<file path="src/hdl/ram_wait_gen.sv">
`timescale 1ns/10ps

module ram_wait_gen #(
  parameter int RAM_DELAY = 16
) (
  input  logic clk_i,
  input  logic rst_n,
  input  logic req_i,
  input  logic done_i,
  output logic ready_o
);

  logic                 req_q;
  logic [RAM_DELAY-1:0] shift_q;

  if (RAM_DELAY < 2) begin : g_delay_check
    $error("ram_wait_gen needs RAM_DELAY of at least 2");
  end

  always_ff @(posedge clk_i) begin
    if (!rst_n) begin
      req_q   <= 1'b0;
      shift_q <= '0;
    end else begin
      req_q <= req_i;
      // Handshake flushes the pipe so ready is a single pulse
      if (done_i) begin
        shift_q <= '0;
      end else begin
        shift_q <= {shift_q[RAM_DELAY-2:0], req_q};
      end
    end
  end

  assign ready_o = shift_q[RAM_DELAY-1];

  a_ready_after_req : assert property (@(posedge clk_i) disable iff (!rst_n)
    ready_o |-> $past(req_i));

endmodule

</file>
<file path="config.mk">
export PLATFORM = sky130hd
export DESIGN_NAME = ram_wait_gen
export DESIGN_NICKNAME = d
export VERILOG_FILES = /design/src/hdl/ram_wait_gen.sv
export SDC_FILE = /design/constraint.sdc
export NUM_CORES = 1
export LEC_CHECK = 0
export ABC_AREA = 1
export BUFFER_PORTS_ARGS = -buffer_cell sky130_fd_sc_hd__buf_4
export CAP_MARGIN = 10
export CORE_AREA = 2 2 39 41
export DETAILED_ROUTE_END_ITERATION = 10
export DIE_AREA = 0 0 41 43
export HOLD_SLACK_MARGIN = 0.12
export PLACE_DENSITY = 0.54
export SLEW_MARGIN = 20
export SYNTH_ARGS = -nofsm -noshare
export SYNTH_HDL_FRONTEND = slang
export SYNTH_SLANG_ARGS = --single-unit
</file>
<file path="constraint.sdc">
create_clock -name clk_i -period 0.8 [get_ports clk_i]
set_input_delay 0.04 -clock clk_i [delete_from_list [all_inputs] [get_ports clk_i]]
set_output_delay 0.04 -clock clk_i [all_outputs]
set_load 0.05 [all_outputs]
</file>
==> flow_summary.toml <==
[clocking]
cts_buffers = 3
root_buffer = "clkbuf_4"
clock_latency_ns = 0.28
clock_path_buffers = 2
clkTransAtPathRegs_ns = 0.10
clkSinkCount = 17
h-tree-depth = 1
cts_tree = "done"

[die]
fp.dieH_um = 43
rows = 14
core_region_area_mm2 = 0.00138
start_util_pct = 37.2
io_pins = 5
fp.dieW_um = 41
dieArea_mm2 = 0.00176

[setup_path]
cpPeakStageDelay_ns = 0.34
cp_top_family = "flip-flops"
slowest_stage = "dfxtp_2"
crit_type = "reg2out"
rr_worst_depth = 2
crit_fanout = 1
cp-end-kind = "primary output"
path_depth = 1
startpoint_type = "flop"
worstPathCellList = "buf_8"
critPathBufInv = 1
cp_data_arrival_time_ns = 0.77
crit_required_ns = 0.76

[synth]
synth_seq_cells = 17
yosysUniqueCellTypes = 7
synth_xor_xnor_area_share_pct = 0
synthTopCellsByCount = "inv_1, dfxtp_1, nor2_2"
synthAdderAreaFrac_pct = 0
synthArstFlopShare_pct = 0
synth-edff-count = 0
synth_top_family_by_area = "simple AND/OR/NAND/NOR gates"
syn_nets = 58
avgSynthCellArea_um2 = 9.52
yosys_warnings = 0
synth-seq-area-share_pct = 66.2
synth.most_common_cell = "inv_1"
synth-simple-area-share_pct = 18.5
synth_compound_area_share_pct = 0
yosys.area.top_type_share_pct = 66.2
synthFlopType = "dfxtp_1"
synth_mux_area_share_pct = 0
synth_area_um2 = 514
yosys.area.top_type = "dfxtp_1"
yosys-top-cells-area = "dfxtp_1, inv_1, nor2_2"
synthCells = 54

[run]
drv_cap = 0

[detailed_routing]
drt_iter0_drc = 0
wirelength_um = 530
detail_route.first_pass.iterations = 1
drc = 0
antenna_left = 0
avgViaCountPerCell = 3.68
wl_per_cell_um = 6.71
via_count = 291

[global_route]
grt_usage_pct = 9.92
grt_pass1_wl_um = 1020
grt_pass1_vias = 267
antenna_found_initial = 0
grt_max_degree = 17
grt-ovfl-total = 0

[placement]
numPortBuffers = 4
post-place-ws_ns = 0.129
gp_congestion = 0.572
place_hpwl_um = 331

[sta]
max_freq_mhz = 1240
min_period_ns = 0.807
skew_ns = 0.0103
tightest_slew_ns = 0.380
rsz0062_at_grt = "true"
fin_ws_ns = -0.00672
hold_violations = 0
slew_violations = 0
setup_viol = 1
fin_crit_sh_pct = 101
slew_headroom_pct = 74.5

[final_layout]
regArea_um2 = 342
syn2layout_area_growth_pct = 18.5
fill_cells = 151
antenna-diode-count = 0
drive_above_1_share_pct = 31.7
fin_util_pct = 44.0
multi_input_area_um2 = 95.1
nNetsFinal = 68

[pwr]
ir_drop_uv = 1540
leakagePower_nw = 0.224
power_density_mw_per_mm2 = 2180

[outcome]
status = "complete, but fails checks"
failed_checks = "setup timing"

[worst_hold_path]
hold_class = "in2reg"
whs_path_depth = 3
[flip-flops by register name, indices dropped and copies added, names as in the netlist]
name,count
req_q,1
shift_q,16
[metrics by stage]
step	hold WS (ns)	power, mW	instance area [µm²]	instances	TNS [ns]
floorplan	0.133	0.897	514	54	0
global placement	0.233	0.906	553	73	0
detailed placement	0.230	0.906	553	73	0
CTS	0.219	1.36	606	79	-0.0227
global route	0.232	1.41	609	79	-0.0598
finish	0.220	1.33	609	79	-0.00672
[layer usage]
metal | global-route usage [%] | share of wire [%]
met1 | 8.58 | 51
met2 | 13.1 | 38
met3 | 9.42 | 7.5
met4 | 8.00 | 3.6
met5 | 0 | 0
[logic make-up after synthesis]
| group | after synthesis |
|---|---|
| simple gates | 18 |
| flops | 17 |
| buf+inv | 19 |
[path summary, 6_finish.rpt]
path	from	to	slack, ns
setup / recovery	shift_q[15]	ready_o	-0.007
hold / removal	rst_n	shift_q[11]	0.22
setup reg to reg	shift_q[3]	shift_q[4]	0.28
hold reg to reg	shift_q[0]	shift_q[1]	0.40
[layout by cell type (no fill, tap or decap)]
cell type       n
buf_4           3
buf_8           1
clkbuf_4        3
clkinv_2        1
dfxtp_1        16
dfxtp_2         1
dlygate4sd3_1   2
inv_1          18
nand2_1         1
nand2_2         1
nor2_1          6
nor2_2         10
[layout make-up]
| class | count | share of cell area (%) |
|---|---|---|
| flip-flops and latches | 17 | 56.1 |
| multi-input cells | 18 | 15.6 |
| inverters | 18 | 11.1 |
| repair buffers | 6 | 9.45 |
| clock buffers | 3 | 3.70 |
| well taps | 16 | 3.29 |
| clock inverters | 1 | 0.821 |
[repair_timing]
item | 4_1_cts | 5_1_grt
resized for setup | 2 | 1
endpoints found under the setup margin | 1 | 1
buffers inserted | 0 | 0
hold buffers | 2 | 0
hold endpoints to repair | 1 | 0
cloned | 0 | 0
[report_power, final]
group | leakage (nW) | switching [mW] | internal [mW]
Combinational | 0.0680 | 0.0227 | 0.0198
Clock | 0.0177 | 0.248 | 0.186
Sequential | 0.138 | 0.000942 | 0.850
Power figures use the tool's default switching activity.
