File: config.mk
export PLATFORM = sky130hd
export DESIGN_NAME = iomem_router
export DESIGN_NICKNAME = d
export VERILOG_FILES = /design/src/hdl/soc_pkg.sv /design/src/hdl/iomem_router.sv
export SDC_FILE = /design/constraint.sdc
export NUM_CORES = 1
export LEC_CHECK = 0
export BUFFER_PORTS_ARGS = -buffer_cell sky130_fd_sc_hd__buf_2
export CAP_MARGIN = 15
export CELL_PAD_IN_SITES_DETAIL_PLACEMENT = 0
export CELL_PAD_IN_SITES_GLOBAL_PLACEMENT = 1
export CORE_MARGIN = 1.5
export CORE_UTILIZATION = 28
export DETAILED_ROUTE_END_ITERATION = 8
export PLACE_DENSITY = 0.86
export SYNTH_ARGS = -nofsm -noshare
export SYNTH_HDL_FRONTEND = slang
export SYNTH_SLANG_ARGS = --single-unit
File: constraint.sdc
create_clock -name clk_i -period 2.6 [get_ports clk_i]
set_clock_uncertainty 0.15 [all_clocks]
set_input_delay 0.52 -clock clk_i [delete_from_list [all_inputs] [get_ports clk_i]]
set_output_delay 0.52 -clock clk_i [all_outputs]
set_load 0.01 [all_outputs]
File: src/hdl/soc_pkg.sv
package soc_pkg;

  //////////////////////////////////////////////////
  // Bus widths
  //////////////////////////////////////////////////

  localparam int ADDR_W = 32;
  localparam int DATA_W = 32;
  localparam int STRB_W = 4;
  localparam int BYTE_W = DATA_W / STRB_W;

  //////////////////////////////////////////////////
  // Address map
  //////////////////////////////////////////////////

  // Main memory window, offset bits masked off before compare
  localparam logic [ADDR_W-1:0] RAM_BASE_ADDR = 32'h4000_0000;
  localparam logic [ADDR_W-1:0] RAM_MASK_ADDR = 32'h000f_ffff;

  // Free-running cycle timer, low and high words
  localparam logic [ADDR_W-1:0] TIMER_LO_ADDR = 32'h3000_0000;
  localparam logic [ADDR_W-1:0] TIMER_HI_ADDR = 32'h3000_0004;

endpackage
File: src/hdl/iomem_router.sv
`timescale 1ns/10ps

module iomem_router #(
  parameter int RAM_DEPTH = 4096
) (
  input  logic                         clk_i,
  input  logic                         rst_n,
  input  logic                         valid_i,
  input  logic [soc_pkg::STRB_W-1:0]   wstrb_i,
  input  logic [soc_pkg::ADDR_W-1:0]   addr_i,
  input  logic [soc_pkg::DATA_W-1:0]   wdata_i,
  output logic                         ready_o,
  output logic [soc_pkg::DATA_W-1:0]   rdata_o,
  input  logic                         ld_active_i,
  input  logic                         ld_we_i,
  input  logic [$clog2(RAM_DEPTH)-1:0] ld_addr_i,
  input  logic [soc_pkg::DATA_W-1:0]   ld_wdata_i,
  output logic [$clog2(RAM_DEPTH)-1:0] ram_addr_o,
  output logic [soc_pkg::DATA_W-1:0]   ram_wdata_o,
  output logic [soc_pkg::STRB_W-1:0]   ram_wstrb_o,
  output logic                         ram_rd_en_o,
  input  logic [soc_pkg::DATA_W-1:0]   ram_rdata_i,
  output logic                         ram_req_o,
  output logic                         ram_done_o,
  input  logic                         ram_ready_i
);

  localparam int AW      = $clog2(RAM_DEPTH);
  localparam int TIMER_W = 2 * soc_pkg::DATA_W;

  logic               is_ram;
  logic               is_timer_lo;
  logic               is_timer_hi;
  logic               bus_en;
  logic [TIMER_W-1:0] timer_q;

  //////////////////////////////////////////////////
  // Address decode
  //////////////////////////////////////////////////

  assign is_ram      = (addr_i & ~soc_pkg::RAM_MASK_ADDR) == soc_pkg::RAM_BASE_ADDR;
  assign is_timer_lo = addr_i == soc_pkg::TIMER_LO_ADDR;
  assign is_timer_hi = addr_i == soc_pkg::TIMER_HI_ADDR;

  // Loader owns the RAM, bus sees back-pressure
  assign bus_en = valid_i && !ld_active_i;

  // Timer and unmapped answer at once, RAM waits for the delay line
  assign ready_o    = bus_en && (is_ram ? ram_ready_i : 1'b1);
  assign ram_req_o  = bus_en && is_ram && !ram_ready_i;
  assign ram_done_o = bus_en && is_ram && ram_ready_i;

  assign rdata_o = is_timer_lo ? timer_q[soc_pkg::DATA_W-1:0] :
                   is_timer_hi ? timer_q[TIMER_W-1:soc_pkg::DATA_W] :
                   is_ram      ? ram_rdata_i : '0;

  //////////////////////////////////////////////////
  // RAM port mux
  //////////////////////////////////////////////////

  always_comb begin
    if (ld_active_i) begin
      ram_addr_o  = ld_addr_i;
      ram_wdata_o = ld_wdata_i;
      ram_wstrb_o = {soc_pkg::STRB_W{ld_we_i}};
      ram_rd_en_o = 1'b0;
    end else begin
      ram_addr_o  = addr_i[AW+1:2];
      ram_wdata_o = wdata_i;
      ram_wstrb_o = (valid_i && is_ram) ? wstrb_i : '0;
      ram_rd_en_o = valid_i && is_ram && (wstrb_i == '0);
    end
  end

  // Cycle timer, held at zero while the processor is in reset
  always_ff @(posedge clk_i) begin
    if (!rst_n || ld_active_i) begin
      timer_q <= '0;
    end else begin
      timer_q <= timer_q + 1'b1;
    end
  end

endmodule

==> run metrics <==
I/O Buffers 233; hold_ws 0.336 ns; post-detail-place hpwl 13.2 mm; final period utilization 111%; Register Area 1280 µm²; failing checks negative setup slack; CTS tree yes; routed len/inst 16.8 µm; core outline area 15200 µm²; CTS H-tree depth 3; Post-Layout Cell Count 1039; Die Ht 128 µm; die width 128 µm; layout cells sized above 1 47.8%; Die ar. 16400 µm²; Yosys Warn Count 0; num ports 234; Clk pin slew, worst setup/hold paths 0.05 ns; Routed Antenna Nets 0; critical path data arrival time 2.22 ns; Max Buffers Root-to-Sink 2; Pleak 2.92 nW; Required @ worst endpoint 1.93 ns; Post-Route WL 17.4 mm; fillers 1536; Synth Flop Type dfxtp_1; first-pass GRT wire length 26.7 mm; Critical Path End Type output pin; worst min path class reg2reg; clock buffer count from CTS 9; Synth top area share 29.3%; initial antenna violation count 3; Tightest Pin Transition 0.755 ns; Crit Path Class in2out; Synth area leader dfxtp_1; starting density of the core 28.8%; row count 45; Synth top cells by count nand2_1, dfxtp_1, nor2_1, o21ai_0, mux2_2; via/cell ratio 5.17; post-synthesis cell count 563; Nets 996; RSZ-0062 raised after global routing yes; Yosys reg bits 64; largest net degree at the start of global routing 35; DR pass1 iterations 5; Slew Limit Fails 0; overflow left after global routing 0; Total GRT Usage 20.6%; Clock Latency Late Sink 0.33 ns; most area-consuming cells after synthesis dfxtp_1, mux2_2, a2bb2oi_1; Inst Count DP 1014; max_cap viols 0; DRC Markers 0; sequential fraction of the synthesis area 29.3%; Hold Violations, Final 0; area growth from synthesis to layout 59.2%; Syn Nets 714; crit start category input port; Final setup viols 40; Post-synth ARST share 0%; Post-Syn Area 4370 µm²; Post-synth EDFFs 0; maximum clock rate 347 MHz; dpl ws -0.323 ns; pwr dens 354 nW/µm²; Vias 5374; min setup slack post-route -0.286 ns; largest register by flop count timer_q; Largest regs timer_q (64); clk root buf clkbuf_16; CTS sink cnt 64; initial DRC count 343; number of global-route vias before repair 5048; gpl congestion 0.884; minimum clock period 2.89 ns; hold buffers post-CTS 0; count leader, synth nand2_1; max_slew headroom 49.2%; area of the multi-input gates 3130 µm²; Syn Area/Cell 7.77 µm²; library cells used by synthesis 42; Largest register FFs 64; crit-path max FO 10; Worst VDD drop 0.279 mV; outcome finished with violations
-- critical path, stage by stage --
cell,delay [ns]
buf_6,0.10
nor4_4,0.27
nand3_1,0.15
buf_4,0.16
nor4b_4,0.29
buf_6,0.20
buf_12,0.14
nand2_1,0.05
a2bb2oi_1,0.16
buf_2,0.15
-- stage by stage --
step / util, % / TNS [ns] / cell area, µm² / power, mW
6_report: 45.8 / -9.62 / 6960 / 2.46
5_1_grt: 45.8 / -12.93 / 6960 / 2.55
4_1_cts: 44.2 / -7.73 / 6730 / 2.47
3_5_place_dp: 41.3 / -11.16 / 6270 / 1.36
3_3_place_gp: 41.3 / -10.69 / 6270 / 1.35
2_1_floorplan: - / -0.0747 / 4420 / 1.14
-- logic make-up (layout without fill, tap and decap cells) --
logic type / Yosys count / in the layout / share of synthesized area [%]
buffers and inverters: 48 / 334 / 4.23
AND/OR/NAND/NOR: 255 / 255 / 30.5
AO/OA/AOI/OAI: 115 / 115 / 17.2
XOR/XNOR: 36 / 36 / 7.21
adder cells (fa/ha/maj): 1 / 1 / 0.286
other: 0 / 2 / 0
multiplexers: 44 / 44 / 11.3
flip-flops: 64 / 64 / 29.3
-- final cells by class --
type | instances | share of cell area (%)
multi-input combinational | 451 | 44.9
inverter | 8 | 0.431
clock buffer | 12 | 3.68
antenna | 2 | 0.0719
tap | 188 | 3.38
timing repair buffer | 311 | 28.8
clock inverter | 3 | 0.252
sequential | 64 | 18.4
-- metal layers --
metal,vias to the layer above,share of wire [%],wire [µm],track usage (%)
met4,2,1.1,189,3.70
met5,-,0.075,13,0
li1,2642,-,-,-
met1,2513,46,8000,28.4
met3,20,7.5,1310,5.68
met2,197,45,7890,32.5
-- placed cells by master (no fill, tap or decap), drive strengths merged, types with 2 or more instances in the layout --
master     n
buf      309
nand2     65
dfxtp     64
nor2      48
o21ai     44
mux2      43
a2bb2oi   32
nand4     29
nand3     23
xor2      22
a21oi     21
nor4      19
xnor2     14
clkbuf    14
or3       13
or4       12
and3      11
nor3       8
inv        8
and2       8
o31ai      7
and4       5
a22o       4
nand2b     4
nand4b     3
nor2b      3
diode      2
o41ai      2
o211ai     2
clkinv     2
-- final timing paths --
kind                from           to  slack (ns)  depth (start not counted)
max           addr_i[22]  rdata_o[13]       -0.29                         10
min          timer_q[63]  timer_q[63]        0.34                          2
max reg2reg  timer_q[26]  timer_q[47]        0.07                          6
min reg2reg  timer_q[63]  timer_q[63]        0.34                          2
-- power breakdown --
group / total (mW) / leakage [nW] / switching [mW] / internal, mW
clock network: 1.11 / 0.134 / 0.424 / 0.688
logic: 0.368 / 2.27 / 0.168 / 0.200
registers: 0.984 / 0.516 / 0.00129 / 0.983
-- what timing repair did --
item / 4_1_cts / 5_1_grt
pin swaps: 16 / 5
setup endpoints to repair: 40 / 49
resized for setup: 34 / 36
setup buffers: 2 / 2
cloned: 2 / 2
No activity file was read; power rests on OpenSTA's default activity.
