## config.mk

```make
export PLATFORM = sky130hd
export DESIGN_NAME = prog_loader
export DESIGN_NICKNAME = d
export VERILOG_FILES = /design/src/hdl/soc_pkg.sv /design/src/hdl/prog_loader.sv
export SDC_FILE = /design/constraint.sdc
export NUM_CORES = 1
export LEC_CHECK = 0
export ABC_CLOCK_PERIOD_IN_PS = 2300
export BUFFER_PORTS_ARGS = -buffer_cell sky130_fd_sc_hd__clkbuf_2
export CORE_MARGIN = 10
export CORE_UTILIZATION = 50
export CTS_CLUSTER_SIZE = 28
export DETAILED_ROUTE_END_ITERATION = 8
export PLACE_DENSITY = 0.73
export SETUP_SLACK_MARGIN = 0.05
export SYNTH_ARGS = -nofsm -noshare
export SYNTH_HDL_FRONTEND = slang
export SYNTH_SLANG_ARGS = --single-unit
```

## constraint.sdc

```tcl
create_clock -name clk_i -period 2.3 [get_ports clk_i]
set_input_delay 0.575 -clock clk_i [delete_from_list [all_inputs] [get_ports clk_i]]
set_output_delay 0.575 -clock clk_i [all_outputs]
set_load 0.05 [all_outputs]
```

## src/hdl/soc_pkg.sv

```systemverilog
package soc_pkg;

  //////////////////////////////////////////////////
  // Bus widths
  //////////////////////////////////////////////////

  localparam int ADDR_W = 32;
  localparam int DATA_W = 32;
  localparam int STRB_W = 4;
  localparam int BYTE_W = DATA_W / STRB_W;

  //////////////////////////////////////////////////
  // Address map
  //////////////////////////////////////////////////

  // Main memory window, offset bits masked off before compare
  localparam logic [ADDR_W-1:0] RAM_BASE_ADDR = 32'h4000_0000;
  localparam logic [ADDR_W-1:0] RAM_MASK_ADDR = 32'h000f_ffff;

  // Free-running cycle timer, low and high words
  localparam logic [ADDR_W-1:0] TIMER_LO_ADDR = 32'h3000_0000;
  localparam logic [ADDR_W-1:0] TIMER_HI_ADDR = 32'h3000_0004;

endpackage
```

## src/hdl/prog_loader.sv

```systemverilog
`timescale 1ns/10ps

module prog_loader #(
  parameter int RAM_DEPTH = 4096
) (
  input  logic                         clk_i,
  input  logic                         rst_n,
  input  logic [soc_pkg::BYTE_W-1:0]   byte_i,
  input  logic                         strobe_i,
  output logic                         active_o,
  output logic                         we_o,
  output logic [$clog2(RAM_DEPTH)-1:0] addr_o,
  output logic [soc_pkg::DATA_W-1:0]   wdata_o
);

  localparam int AW = $clog2(RAM_DEPTH);

  logic                       active_q;
  logic                       have_len_q;
  logic [1:0]                 byte_cnt_q;
  logic [soc_pkg::DATA_W-1:0] shift_q;
  logic [soc_pkg::DATA_W-1:0] words_left_q;
  // One spare bit so an overlong image shows up as an overflow
  logic [AW:0]                addr_q;
  logic                       we_q;
  logic [soc_pkg::DATA_W-1:0] wdata_q;
  logic [soc_pkg::DATA_W-1:0] word_next;
  logic                       word_done;

  // Little-endian packing, newest byte lands on top
  assign word_next = {byte_i, shift_q[soc_pkg::DATA_W-1:soc_pkg::BYTE_W]};
  assign word_done = strobe_i && (byte_cnt_q == 2'd3);

  always_ff @(posedge clk_i) begin
    if (!rst_n) begin
      active_q     <= 1'b0;
      have_len_q   <= 1'b0;
      byte_cnt_q   <= '0;
      words_left_q <= '0;
      addr_q       <= '0;
      we_q         <= 1'b0;
    end else begin
      we_q <= 1'b0;
      if (strobe_i) begin
        byte_cnt_q <= byte_cnt_q + 2'd1;
        active_q   <= 1'b1;
      end
      if (word_done) begin
        if (!have_len_q) begin
          // First word of the image is the word count
          words_left_q <= word_next;
          if (word_next == '0) begin
            active_q <= 1'b0;
          end else begin
            have_len_q <= 1'b1;
          end
        end else begin
          we_q <= 1'b1;
        end
      end
      if (we_q) begin
        addr_q       <= addr_q + 1'b1;
        words_left_q <= words_left_q - 1'b1;
        if (words_left_q == 1) begin
          active_q   <= 1'b0;
          have_len_q <= 1'b0;
          addr_q     <= '0;
        end
      end
    end
  end

  always_ff @(posedge clk_i) begin
    if (strobe_i) begin
      shift_q <= word_next;
    end
    if (word_done) begin
      wdata_q <= word_next;
    end
  end

  assign active_o = active_q;
  assign we_o     = we_q;
  assign addr_o   = addr_q[AW-1:0];
  assign wdata_o  = wdata_q;

  a_addr_in_range : assert property (@(posedge clk_i) disable iff (!rst_n)
    we_q |-> (addr_q < RAM_DEPTH));

  a_we_while_active : assert property (@(posedge clk_i) disable iff (!rst_n)
    we_o |-> active_o);

endmodule

```

==> summary.md <==
| Metric | Value |
|---|---|
| VDD IR max | `0.000401 V` |
| FILL cells | `713` |
| Crit path max fanout | `8` |
| Post-route setup TNS | `0 ps` |
| Fin crit share | `0.949` |
| Pins Over Slew Limit | `0` |
| DRC | `0` |
| Hold wc startpoint | `byte_i[1]` |
| Area growth, synth to finish | `16.8%` |
| Largest area contributor in the netlist | `edfxtp_1` |
| Largest net degree at the start of global routing | `33` |
| Hold-fix buffers, CTS | `0` |
| Routed Antenna Nets | `0` |
| Worst-Skew Late Latency | `370 ps` |
| Cells on worst reg2reg path | `5` |
| Reg clk slew, reported paths | `110 ps` |
| Pre-antenna DRT Iters | `5` |
| Setup WS pre-CTS | `63.1 ps` |
| Placed cell area | `5070 sq um` |
| Netlist cell types | `52` |
| Worst-Margin Slew | `574 ps` |
| Num rows | `34` |
| Starting density of the core | `0.517` |
| Hold Path Depth | `1` |
| Worst clock skew | `9.12 ps` |
| TritonCTS clock tree | `done` |
| CTS Buf Count | `9` |
| Power Density | `656 nW/um^2` |
| Max-cap violations | `0` |
| Setup crit start kind | `register` |
| Worst Hold Path EP | `wdata_o[25]` |
| Critical path capture point type | `register` |
| Root Driver | `clkbuf_8` |
| Initial antenna violation count | `0` |
| Fin area | `5290 sq um` |
| Final Util | `0.604` |
| Buffers on Ports | `56` |
| WL final | `11.0 mm` |
| WS Path Type | `reg -> reg` |
| Worst EP arrival | `2490 ps` |
| Total power | `3470 uW` |
| Total grt overflow | `0` |
| Achievable Freq | `458 MHz` |
| Final Setup Violations | `0` |
| Syn nets | `429` |
| Seq cells post-synth | `105` |
| Count leader, synth | `nand2_1` |
| Post-synthesis cell area | `4530 sq um` |
| Clock tree buffer depth | `2` |
| Top cell type's share of synthesized area | `0.371` |
| H-tree level count | `3` |
| DR vias/cell | `5.84` |
| RSZ-0062 raised after global routing | `true` |
| Top_reg_cell synth | `edfxtp_1` |
| R2R Path End | `words_left_q[26]` |
| Die area | `13,300 sq um` |
| RR Startpoint | `words_left_q[15]` |
| Worst setup margin | `117 ps` |
| Initial DRC count | `353` |
| Antenna diode count | `0` |
| Yosys warning count | `0` |
| R2R Setup Slk | `120 ps` |
| First-pass GRT wire length | `17.9 mm` |
| Ranking of synthesized cells by area | `edfxtp_1 37%, dfxtp_1 22%, nand2_1 4.7%` |
| Nets | `502` |
| Vias in the first global route | `3,398` |
| Final min period | `2180 ps` |
| Final HPWL DP | `7.92 mm` |
| Hold Vio Cnt, Final | `0` |
| Wire per inst | `18.3 um` |
| Synth top cells by count | `57 x nand2_1, 56 x edfxtp_1, 49 x dfxtp_1` |
| Leak | `0.00197 uW` |
| Vias after detailed routing | `3,501` |
| EDFF count, synth | `56` |
| Hold Crit Class | `in -> reg` |
| Post-synthesis sequential area ratio | `0.588` |
| Layout cells sized above 1 | `0.240` |
| Data required, critical path | `2610 ps` |
| Status | `finished, final reports clean` |
| Cells after Synth | `414` |
| All-Layer GR Usage | `0.169` |
| Routability cong. | `0.879` |
| Post-Syn Area per Cell | `10.9 sq um` |
| Die height | `115 um` |
| Die width | `115 um` |
| FFs w/ async S/R, synth | `0` |
| Clk sinks | `105` |
| I/O pins | `57` |
| Core area | `8760 sq um` |
| Max_slew headroom | `0.614` |
[routing by layer]
| layer | vias up | routed length, um | track usage |
|---|---|---|---|
| li1 | 1669 | - | - |
| met1 | 1684 | 4670 | 0.214 |
| met2 | 128 | 5380 | 0.277 |
| met3 | 20 | 679 | 0.0318 |
| met4 | 0 | 263 | 0.0710 |
| met5 | - | 0 | 0 |
[where the power goes]
group | internal, uW | switching (uW) | total [uW]
logic | 120 | 179 | 298
clock network | 420 | 673 | 1090
registers | 2030 | 49.7 | 2080
[cells in the final DEF, fill, tap and decap left out, types with 3 or more instances in the layout]
cell type  count
o211ai_1       5
xor2_1         9
nor4_4         3
edfxtp_1      56
o22ai_1        3
inv_1          8
nand4_1        7
nor2_1        40
buf_4         22
nor3_1        15
and3_1        11
ha_1           4
nor4_2         4
nand2_1       57
a21oi_1       19
a31oi_1        4
dfxtp_1       48
clkbuf_2      56
nand3_1        7
clkbuf_8       9
or4_1          4
o21ai_0        7
or3_1          6
nor4_1        12
a311oi_1       4
xnor2_1       18
a211oi_1       5
mux2i_1        5
[registers in the layout, summed over array words and instances (netlist names)]
name          cells
wdata_o          32
words_left_q     32
shift_q          24
addr_q           12
byte_cnt_q        2
active_o          1
have_len_q        1
we_o              1
[cell type report]
class | instances | area [sq um] | share of cell area
flip-flops and latches | 105 | 2660 | 0.504
clock inverters | 6 | 62.6 | 0.0118
inverters | 8 | 30.0 | 0.00568
multi-input cells | 282 | 1770 | 0.335
well taps | 108 | 135 | 0.0256
repair buffers | 81 | 497 | 0.0939
clock buffers | 10 | 128 | 0.0241
[cells by family (layout without fill, tap and decap cells)]
group / Yosys count / count (layout) / synth area share
AND/OR/NAND/NOR: 185 / 185 / 0.223
flip-flops: 105 / 105 / 0.588
AO/OA/AOI/OAI: 60 / 60 / 0.0876
XOR/XNOR: 27 / 27 / 0.0522
buffers and inverters: 27 / 105 / 0.0243
multiplexers: 6 / 6 / 0.0135
adder cells (fa/ha/maj): 4 / 4 / 0.0111
[per-stage QoR]
stage,hold WS (ps),std cells
after global routing,436,600
after floorplan,450,414
after CTS,440,599
after detailed placement,471,583
final,456,600
after global placement,467,583
[worst max-delay path by stage]
stage	startpoint	end	slack, ps	cells after the start
after floorplan	words_left_q[14]	words_left_q[31]	120	6
after global placement	words_left_q[15]	words_left_q[28]	150	5
after detailed placement	words_left_q[15]	words_left_q[31]	60	5
after CTS	words_left_q[15]	words_left_q[26]	60	5
after global routing	words_left_q[1]	addr_q[0]	50	8
final	words_left_q[15]	words_left_q[26]	120	5
[worst max-delay path, cell delays in order (launching register included)]
cell,delay (ps)
dfxtp_2,360
or4_4,510
or4_4,550
nor4_4,380
a211oi_1,140
nor3_2,170
[repair_timing]
action | in CTS | in global routing
endpoints found under the setup margin | 3 | 18
pin swaps | 0 | 1
buffers inserted | 0 | 1
resized for setup | 2 | 4
(Power assumes the default switching activity.)
