File: config.mk
export PLATFORM = sky130hd
export DESIGN_NAME = uart_rx
export DESIGN_NICKNAME = d
export VERILOG_FILES = /design/src/hdl/soc_pkg.sv /design/src/hdl/uart_rx.sv
export SDC_FILE = /design/constraint.sdc
export NUM_CORES = 1
export LEC_CHECK = 0
export BUFFER_PORTS_ARGS = -buffer_cell sky130_fd_sc_hd__buf_4
export CORE_UTILIZATION = 60
export CTS_BUF_LIST = sky130_fd_sc_hd__clkbuf_2 sky130_fd_sc_hd__clkbuf_4 sky130_fd_sc_hd__clkbuf_8
export DETAILED_ROUTE_END_ITERATION = 12
export HOLD_SLACK_MARGIN = 0.05
export PLACE_DENSITY_LB_ADDON = 0.25
export SYNTH_ARGS = -nofsm -noshare
export SYNTH_HDL_FRONTEND = slang
export SYNTH_SLANG_ARGS = --single-unit
File: constraint.sdc
create_clock -name clk_i -period 4.3 [get_ports clk_i]
set_input_delay 0 -clock clk_i [delete_from_list [all_inputs] [get_ports clk_i]]
set_output_delay 0 -clock clk_i [all_outputs]
set_load 0.05 [all_outputs]
File: src/hdl/soc_pkg.sv
package soc_pkg;

  //////////////////////////////////////////////////
  // Bus widths
  //////////////////////////////////////////////////

  localparam int ADDR_W = 32;
  localparam int DATA_W = 32;
  localparam int STRB_W = 4;
  localparam int BYTE_W = DATA_W / STRB_W;

  //////////////////////////////////////////////////
  // Address map
  //////////////////////////////////////////////////

  // Main memory window, offset bits masked off before compare
  localparam logic [ADDR_W-1:0] RAM_BASE_ADDR = 32'h4000_0000;
  localparam logic [ADDR_W-1:0] RAM_MASK_ADDR = 32'h000f_ffff;

  // Free-running cycle timer, low and high words
  localparam logic [ADDR_W-1:0] TIMER_LO_ADDR = 32'h3000_0000;
  localparam logic [ADDR_W-1:0] TIMER_HI_ADDR = 32'h3000_0004;

endpackage
File: src/hdl/uart_rx.sv
`timescale 1ns/10ps

module uart_rx #(
  parameter int CLKS_PER_BIT = 868
) (
  input  logic                       clk_i,
  input  logic                       rst_n,
  input  logic                       rx_i,
  output logic [soc_pkg::BYTE_W-1:0] byte_o,
  output logic                       strobe_o
);

  localparam int CNT_W = $clog2(CLKS_PER_BIT);
  localparam logic [CNT_W-1:0] BIT_END  = CNT_W'(CLKS_PER_BIT - 1);
  localparam logic [CNT_W-1:0] HALF_END = CNT_W'(CLKS_PER_BIT / 2 - 1);

  typedef enum logic [1:0] {RX_IDLE, RX_START, RX_DATA, RX_STOP} rx_state_e;

  rx_state_e                  state_q;
  logic                       rx_meta_q;
  logic                       rx_sync_q;
  logic [CNT_W-1:0]           cnt_q;
  logic [2:0]                 bit_idx_q;
  logic [soc_pkg::BYTE_W-1:0] data_q;
  logic                       strobe_q;

  always_ff @(posedge clk_i) begin
    if (!rst_n) begin
      rx_meta_q <= 1'b1;
      rx_sync_q <= 1'b1;
      state_q   <= RX_IDLE;
      cnt_q     <= '0;
      bit_idx_q <= '0;
      strobe_q  <= 1'b0;
    end else begin
      // Two-flop synchronizer on the serial pin
      rx_meta_q <= rx_i;
      rx_sync_q <= rx_meta_q;
      strobe_q  <= 1'b0;
      case (state_q)
        RX_IDLE: begin
          cnt_q     <= '0;
          bit_idx_q <= '0;
          if (!rx_sync_q) begin
            state_q <= RX_START;
          end
        end
        RX_START: begin
          // Recheck at mid start bit, a glitch goes back to idle
          if (cnt_q == HALF_END) begin
            cnt_q   <= '0;
            state_q <= rx_sync_q ? RX_IDLE : RX_DATA;
          end else begin
            cnt_q <= cnt_q + 1'b1;
          end
        end
        RX_DATA: begin
          if (cnt_q == BIT_END) begin
            cnt_q     <= '0;
            bit_idx_q <= bit_idx_q + 3'd1;
            if (bit_idx_q == 3'd7) begin
              state_q <= RX_STOP;
            end
          end else begin
            cnt_q <= cnt_q + 1'b1;
          end
        end
        RX_STOP: begin
          // Frame kept only with a valid stop bit
          if (cnt_q == BIT_END) begin
            strobe_q <= rx_sync_q;
            state_q  <= RX_IDLE;
          end else begin
            cnt_q <= cnt_q + 1'b1;
          end
        end
        default: state_q <= RX_IDLE;
      endcase
    end
  end

  // LSB first, sampled at mid-bit
  always_ff @(posedge clk_i) begin
    if (state_q == RX_DATA && cnt_q == BIT_END) begin
      data_q <= {rx_sync_q, data_q[soc_pkg::BYTE_W-1:1]};
    end
  end

  assign byte_o   = data_q;
  assign strobe_o = strobe_q;

endmodule

==> results of run 1 <==
## flip-flops by register name, summed over array words and instances, names as in the netlist, named ones only
name / count
cnt_q: 10
byte_o: 8
rx_meta_q: 1
rx_sync_q: 1
bit_idx_q: 3
strobe_o: 1
state_q: 1
## placed cells by master, fill, tap and decap left out, types with 2 or more instances in the layout
master,n
nand3_1,8
dfxtp_1,18
o21ai_0,6
inv_1,3
nor3_1,3
nand4_1,5
nand2b_1,2
a21oi_1,3
clkbuf_4,3
and4bb_2,2
nor2_1,13
xnor2_1,6
nand2_1,10
nor2b_1,2
xor2_1,2
edfxtp_1,8
dlygate4sd3_1,3
nor3b_1,2
ha_1,4
buf_4,11
## routing by layer
metal / global-route usage (%) / share of wire [%] / vias to the layer above
met1: 31.96 / 46 / 424
met5: 0 / 0 / -
li1: - / - / 457
met3: 4.615 / 3.4 / 5
met2: 41.67 / 49 / 29
met4: 10.29 / 1.3 / 0
## through the flow
stage               std cells  hold WS, ns  instance area [sq um]  total power (uW)
finish                    157       0.4283                   1360             370.0
global route              157       0.4441                   1360             383.2
floorplan                 120       0.1015                   1221             266.0
CTS                       157       0.4340                   1360             370.6
global placement          150       0.1877                   1304             269.3
detailed placement        150       0.1906                   1304             269.7
## worst max-delay path, cell delays in order, from the launching register on
cell	delay (ns)
dfxtp_1	0.48
ha_1	0.30
and4bb_2	0.31
nand4_4	0.19
nor3b_1	0.92
## worst paths after layout
kind	startpoint	end	slack, ns	cells past startpoint
setup / recovery	cnt_q[0]$_SDFFE_PN0P_	byte_o[2]$_DFFE_PP_	1.73	4
hold reg to reg	rx_meta_q$_SDFF_PN1_	rx_sync_q$_SDFF_PN1_	0.43	1
hold / removal	rx_meta_q$_SDFF_PN1_	rx_sync_q$_SDFF_PN1_	0.43	1
setup reg to reg	cnt_q[0]$_SDFFE_PN0P_	byte_o[2]$_DFFE_PP_	1.73	4
## cells by family (layout without fill, tap and decap cells)
kind of cell / Yosys count / after routing
AOI/OAI and AO/OA: 16 / 16
xor gates and xnor gates: 8 / 8
adders and majority gates: 4 / 4
buffers and inverters: 9 / 21
DFF: 26 / 26
muxes: 1 / 1
and+or+nand+nor: 56 / 56
## layout make-up
type,count,area (sq um)
fillers,126,460.4
repair buffers,14,112.6
inverters,3,11.26
clock buffers,3,22.52
clock inverters,1,3.754
flip-flops and latches,26,600.6
well taps,25,31.28
multi-input cells,85,578.1
## power breakdown
| group | internal [uW] | switching (uW) | total (uW) |
|---|---|---|---|
| sequential | 253 | 2.58 | 255 |
| combinational | 5.70 | 5.30 | 11.0 |
| clock | 34.0 | 69.5 | 103 |
## repair_timing
item                      CTS  global route
hold endpoints to repair    7             0
hold buffers                3             0
gates resized for setup     0             0
==> out/results.ini, run 1 <==
[status]
status=complete, no violations

[timing]
timing.slew.headroom_pct=27.69
fin_crit_sh_pct=59.77
worstMarginPinSlew_ns=1.082
drv_slew=0
tns_ns=0
rsz0062_at_grt=no
post-route-worst-setup-slack_ns=1.730
hold_viol_final=0
max_freq_mhz=389.1
setup_viol=0
fin_worst_skew_ns=0.002708
min_period_ns=2.570

[placed_design]
routabilityCongestion=0.8214
io_buffers=11
dp_hpwl_mm=1.595
dp_slack_ns=1.760

[clock_tree]
clock-sinks=26
root_buffer=clkbuf_4
cts_setup_buffers=0
tritoncts=done
clockBufferDepth=2
cts_made_buffers=3
clk_pin_slew_ns=0.13
clock_latency_ns=0.32
htree_levels=1

[die]
start_util_pct=67.08
die_h_um=47.12
core_sq_um=1821
fp.dieArea_sq_um=2220
ioPinCount=12
dieWidth_um=47.12
rows=15

[finish]
fin_nets=140
drive_above_1_share_pct=18.18
final_util_pct=74.71
n_antenna_cell=0
syn_to_final_growth_pct=11.37

[synthesis]
synthTopCellsByArea=dfxtp_1 30%, edfxtp_1 20%, xnor2_1 4.3%, ha_1 4.1%, nor2_1 4.0%
synth_top_family_by_area=simple AND/OR/NAND/NOR gates
synth_top_cell_by_area=dfxtp_1
synthSimpleGateAreaFrac_pct=27.56
synth.avg_cell_area_sq_um=10.18
synth_most_common_cell=dfxtp_1
synthCells=120
synth_edf_count=8
synthArstFlopShare_pct=0
synthFlopType=dfxtp_1
synth_fa_ha_area_share_pct=4.098
synthesis.nets=127
ys_seq_area_share_pct=49.18
synth-compound-area-share_pct=8.709
ys_seq_elements=26
synth_cell_type_count=37
synth_mux_area_share_pct=1.230
synth-xor-area-share_pct=5.738
yosys_warnings=0
netlist_area_sq_um=1221
synth_top_cell_area_share_pct=29.51
synth_commonest_cells=18 x dfxtp_1, 13 x nor2_1, 10 x nand2_1

[routing]
drt-total-wl_mm=2.314
wl_per_cell_um=14.74
num_vias=915
drc=0
ant_nets=0
vias_per_cell=5.828
dr.pass1.iters=4
drt_iter0_markers=29

[critical_path]
path_class=reg2reg
arrival_ns=2.53
worstPathMaxFanout=9
required_ns=4.26
critPathLaunchType=register
cp-end-kind=register

[grt]
grt_max_degree=19
grt_pass1_vias=845
overflow=0
grt.total_usage_pct=25.00
grt_pass1_wl_mm=3.760
antenna_found_initial=0

[power]
p_per_area_nw_per_um2=272.0
max-vdd-ir-drop_mv=0.2260
p_leak_uw=0.0004779

[min_path]
hold_path_class=reg2reg

[job]
maxCapViolCount=0

Note: power is estimated with default switching activity, not from simulation.
==> run 2: changes to the inputs <==
==> constraint.sdc (replaced) <==
create_clock -name clk_i -period 2.7 [get_ports clk_i]
set_input_delay 0 -clock clk_i [delete_from_list [all_inputs] [get_ports clk_i]]
set_output_delay 0 -clock clk_i [all_outputs]
set_load 0.05 [all_outputs]
==> out/results.ini, run 2 (synthesis gave the netlist of run 1 again) <==
[clock_tree]
clk_pin_slew_ns=0.13  ; about the same
cts_setup_buffers=0  ; unchanged
root_buffer=clkbuf_4
ctsResizeCount=0  ; unchanged
tritoncts=done
clock_latency_ns=0.31  ; about the same
cts_made_buffers=3  ; unchanged
htree_levels=1  ; unchanged
clockBufferDepth=2  ; unchanged
clock-sinks=26  ; unchanged

[timing]
tns_ns=0  ; unchanged
hold_slack_ns=0.4594  ; +0.03108 ns
worstMarginPinSlew_ns=0.5360  ; -0.5463 ns
min_period_ns=1.943  ; -0.6267 ns
fin_worst_skew_ns=0.002813  ; +0.0001042 ns
max_freq_mhz=514.6  ; +32%
setup_viol=0  ; unchanged
timing.slew.headroom_pct=64.22  ; +37 points
rsz0062_at_grt=no
drv_slew=0  ; unchanged
hold_viol_final=0  ; unchanged
fin_crit_sh_pct=71.98  ; +12 points

[grt]
grt.total_usage_pct=23.06  ; -1.9 points
grt_pass1_wl_mm=3.546  ; -5.7%
grt_max_degree=19  ; unchanged
antenna_found_initial=0  ; unchanged
grt_pass1_vias=798  ; -5.6%
overflow=0  ; unchanged

[routing]
drt_iter0_markers=38  ; +31%
wl_per_cell_um=14.22  ; -3.6%
drt-total-wl_mm=2.246  ; -2.9%
dr.pass1.iters=5  ; +1
drc=0  ; unchanged
ant_nets=0  ; unchanged
num_vias=901  ; -1.5%
vias_per_cell=5.703  ; -2.2%

[die]
dieWidth_um=47.12  ; unchanged
start_util_pct=67.08  ; unchanged
fp.dieArea_sq_um=2220  ; unchanged
core_sq_um=1821  ; unchanged
die_h_um=47.12  ; unchanged
ioPinCount=12  ; unchanged
rows=15  ; unchanged

[finish]
drive_above_1_share_pct=18.80  ; +0.62 points
fin_nets=141  ; +0.71%
mostFrequentLayoutCells=18 x dfxtp_1, 13 x nor2_1, 12 x buf_4
n_antenna_cell=0  ; unchanged
fillerInstances=139  ; +10%
fin_cells=158  ; +0.64%
final_util_pct=75.12  ; +0.41 points
syn_to_final_growth_pct=11.99
final_common_cell=dfxtp_1
largest_reg_flops=10  ; unchanged
regMostFlops=cnt_q

[placed_design]
io_buffers=11  ; unchanged
dp_hpwl_mm=1.593  ; -0.16%
place_inst=151  ; +0.67%
routabilityCongestion=0.7908  ; -3.7%

[critical_path]
path_class=reg2reg
reg2reg_from=cnt_q[0]$_SDFFE_PN0P_
path_buf_inv=1  ; +1
cp-startpoint=cnt_q[0]$_SDFFE_PN0P_
cp-end-kind=register
critPathTopFamily=simple AND/OR/NAND/NOR gates
reg2reg_depth=5  ; +1
crit_chain=ha_1, and4bb_2, nand4_4, nor3b_1, buf_4
arrival_ns=1.99  ; -0.54 ns
worstPathMaxFanout=9  ; unchanged
slowest_delay_ns=0.46  ; -0.46 ns
cp_slowest_cell=dfxtp_1
reg2reg_slack_ns=0.76  ; -0.97 ns
r2r-end=byte_o[3]$_DFFE_PP_
critPathLaunchType=register
required_ns=2.75  ; -1.51 ns

[power]
p_per_area_nw_per_um2=430.5  ; +58%
seq_power_share_pct=69.1  ; about the same
intPower_uw=466.0  ; +59%
p_comb_share_pct=3.0  ; about the same
clkPwrFrac_pct=27.8  ; -0.2 points
p_sw_share_pct=20.85  ; -0.049 points
p_switching_uw=122.8  ; +59%
p_leak_uw=0.0004834  ; +1.1%
max-vdd-ir-drop_mv=0.3126  ; +38%

[job]
maxCapViolCount=0  ; unchanged

[min_path]
hold_depth=1  ; unchanged
min_to=rx_sync_q$_SDFF_PN1_
hold_start=rx_meta_q$_SDFF_PN1_
hold_path_class=reg2reg

[status]
status=complete, no violations

==> run 2: through the flow <==
step           instance area [sq um]  power [uW]  setup slack [ns]
2_1_floorplan                   1221       423.7            0.5152
3_3_place_gp                    1311       428.9            0.8535
3_5_place_dp                    1311       429.6            0.7862
4_1_cts                         1368       592.8            0.7588
5_1_grt                         1368       606.5            0.5916
6_report                        1368       588.8            0.7567
==> run 2: area by class of cell <==
type	instances	area, sq um	share of cell area, %
sequential	26	600.6	43.92
timing repair buffer	15	120.1	8.783
clock buffer	3	22.52	1.647
clock inverter	1	3.754	0.2745
inverter	3	11.26	0.8234
tap	25	31.28	2.287
multi-input combinational	85	578.1	42.27
==> run 2: repair_timing <==
item | in CTS | in global routing
endpoints found under the setup margin | 0 | 0
hold endpoints to repair | 8 | 0
hold buffers | 3 | 0
==> run 2: power groups by stage <==
stage	clock network, uW	logic [uW]	registers (uW)
after global placement	0	13.5	415
final	164	17.7	407
after floorplan	0	10.8	413
after CTS	168	17.4	407
after detailed placement	0	13.9	416
after global routing	180	19.2	408
==> run 2: per-layer routing <==
metal  GRT usage, %  routed length, um
met3          6.923                 61
met1          31.40               1068
met4          4.571                 15
met5              0                  0
met2          36.67               1101
==> run 2: worst max path at each step <==
stage / endpoint / slack [ns] / cells after the start
2_1_floorplan: byte_o[0]$_DFFE_PP_ / 0.52 / 4
3_3_place_gp: byte_o[4]$_DFFE_PP_ / 0.85 / 5
3_5_place_dp: byte_o[4]$_DFFE_PP_ / 0.79 / 5
4_1_cts: byte_o[4]$_DFFE_PP_ / 0.76 / 5
5_1_grt: byte_o[4]$_DFFE_PP_ / 0.59 / 5
6_report: byte_o[3]$_DFFE_PP_ / 0.76 / 5
==> run 3: changes to the inputs <==
==> constraint.sdc (replaced) <==
create_clock -name clk_i -period 1.95 [get_ports clk_i]
set_input_delay 0 -clock clk_i [delete_from_list [all_inputs] [get_ports clk_i]]
set_output_delay 0 -clock clk_i [all_outputs]
set_load 0.05 [all_outputs]
==> out/results.ini, run 3 (synthesis gave the netlist of run 1 again) <==
[finish]
register_area_sq_um=600.6  ; unchanged
largest_reg_flops=10  ; unchanged
n_antenna_cell=0  ; unchanged
drive_above_1_share_pct=22.06  ; +3.3 points
multi_input_area_sq_um=583.1  ; +0.87%
fillerInstances=137  ; -1.4%
fin_cells=161  ; +1.9%
final_util_pct=78.08  ; +3.0 points
regMostFlops=cnt_q
syn_to_final_growth_pct=16.39
mostFrequentLayoutCells=18 x dfxtp_1, 15 x buf_4, 13 x nor2_1
fin_nets=144  ; +2.1%
final_common_cell=dfxtp_1

[timing]
tns_ns=0  ; unchanged
fin_worst_skew_ns=0.004292  ; +0.001480 ns
rsz0062_at_grt=no
fin_crit_sh_pct=90.70  ; +19 points
hold_viol_final=0  ; unchanged
min_period_ns=1.769  ; -0.1747 ns
timing.slew.headroom_pct=63.60  ; -0.62 points
post-route-worst-setup-slack_ns=0.1814  ; -0.5753 ns
max_freq_mhz=565.4  ; +9.9%
drv_slew=0  ; unchanged
worstMarginPinSlew_ns=0.5453  ; +0.009309 ns
setup_viol=0  ; unchanged

[critical_path]
critPathLaunchType=register
arrival_ns=1.82  ; -0.17 ns
path_class=reg2reg
cp-end-kind=register
worstPathMaxFanout=9  ; unchanged
required_ns=2.00  ; -0.75 ns

[grt]
antenna_found_initial=0  ; unchanged
grt_pass1_vias=855  ; +7.1%
grt_max_degree=19  ; unchanged
overflow=0  ; unchanged
grt_pass1_wl_mm=3.705  ; +4.5%
grt.total_usage_pct=24.46  ; +1.4 points

[placed_design]
routabilityCongestion=0.8082  ; +2.2%
place_inst=154  ; +2.0%
io_buffers=11  ; unchanged
dp_hpwl_mm=1.594  ; +0.12%
dp_slack_ns=0.2124  ; -0.5739 ns

[routing]
num_vias=935  ; +3.8%
drt-total-wl_mm=2.373  ; +5.7%
drc=0  ; unchanged
ant_nets=0  ; unchanged
wl_per_cell_um=14.74  ; +3.7%
vias_per_cell=5.807  ; +1.8%
dr.pass1.iters=4  ; -1
drt_iter0_markers=40  ; +5.3%

[die]
start_util_pct=67.08  ; unchanged
ioPinCount=12  ; unchanged
rows=15  ; unchanged
fp.dieArea_sq_um=2220  ; unchanged
dieWidth_um=47.12  ; unchanged
core_sq_um=1821  ; unchanged
die_h_um=47.12  ; unchanged

[clock_tree]
clock_latency_ns=0.32  ; about the same
cts_made_buffers=3  ; unchanged
tritoncts=done
root_buffer=clkbuf_4
cts_hold_buf=3  ; unchanged
clk_pin_slew_ns=0.14  ; about the same
clockBufferDepth=2  ; unchanged
clock-sinks=26  ; unchanged
cts_setup_buffers=0  ; unchanged
htree_levels=1  ; unchanged
ctsResizeCount=0  ; unchanged

[job]
maxCapViolCount=0  ; unchanged

[power]
p_per_area_nw_per_um2=671.0  ; +56%
p_leak_uw=0.0005121  ; +5.9%
max-vdd-ir-drop_mv=1.204  ; +290%

[min_path]
hold_path_class=reg2reg

[status]
status=complete, no violations

-- run 3: cell count changes in the layout (fill, tap and decap cells not counted) --
| cell | change |
|---|---|
| buf_4 | +3 |
| bufinv_16 | +1 |
| clkinv_1 | -1 |
| nor3b_1 | -1 |
| nor3b_2 | +1 |
-- run 3: area by class of cell --
cell class | count | area share [%]
Clock inverter | 1 | 2.113
Multi-Input combinational cell | 85 | 41.02
Timing Repair Buffer | 18 | 10.04
Inverter | 3 | 0.7923
Sequential cell | 26 | 42.25
Tap cell | 25 | 2.201
Clock buffer | 3 | 1.585
-- run 3: worst max-delay path, stage by stage, from the launching register on --
cell	delay (ns)
dfxtp_1	0.42
ha_1	0.20
and4bb_2	0.29
nand4_4	0.21
nor3b_2	0.21
buf_4	0.19
-- run 3: layer usage --
layer	global-route usage (%)	part of all wire, %	vias up	wire length [um]
met1	33.01	45	440	1065
met3	6.923	3.4	4	80
met2	38.61	51	27	1201
met5	0	0	-	0
met4	6.857	1.1	0	25
li1	-	-	464	-
-- run 3: final timing paths --
path | start | to | cells after the start | slack (ns)
max | cnt_q[1]$_SDFFE_PN0P_ | byte_o[4]$_DFFE_PP_ | 5 | 0.18
min | rx_meta_q$_SDFF_PN1_ | rx_sync_q$_SDFF_PN1_ | 1 | 0.43
max reg2reg | cnt_q[1]$_SDFFE_PN0P_ | byte_o[4]$_DFFE_PP_ | 5 | 0.18
min reg2reg | rx_meta_q$_SDFF_PN1_ | rx_sync_q$_SDFF_PN1_ | 1 | 0.43
-- run 3: power breakdown --
part / internal, uW / switching (uW)
sequential: 558 / 2.27
clock: 208 / 155
combinational: 14.7 / 15.9
total: 780 / 173
-- run 3: through the flow --
step / hold slack (ns) / area, sq um / power (uW)
floorplan: 0.1015 / 1226 / 586.8
global route: 0.4855 / 1421 / 988.8
detailed placement: 0.1877 / 1339 / 596.7
finish: 0.4345 / 1421 / 953.7
global placement: 0.1872 / 1339 / 596.3
CTS: 0.4374 / 1421 / 960.2
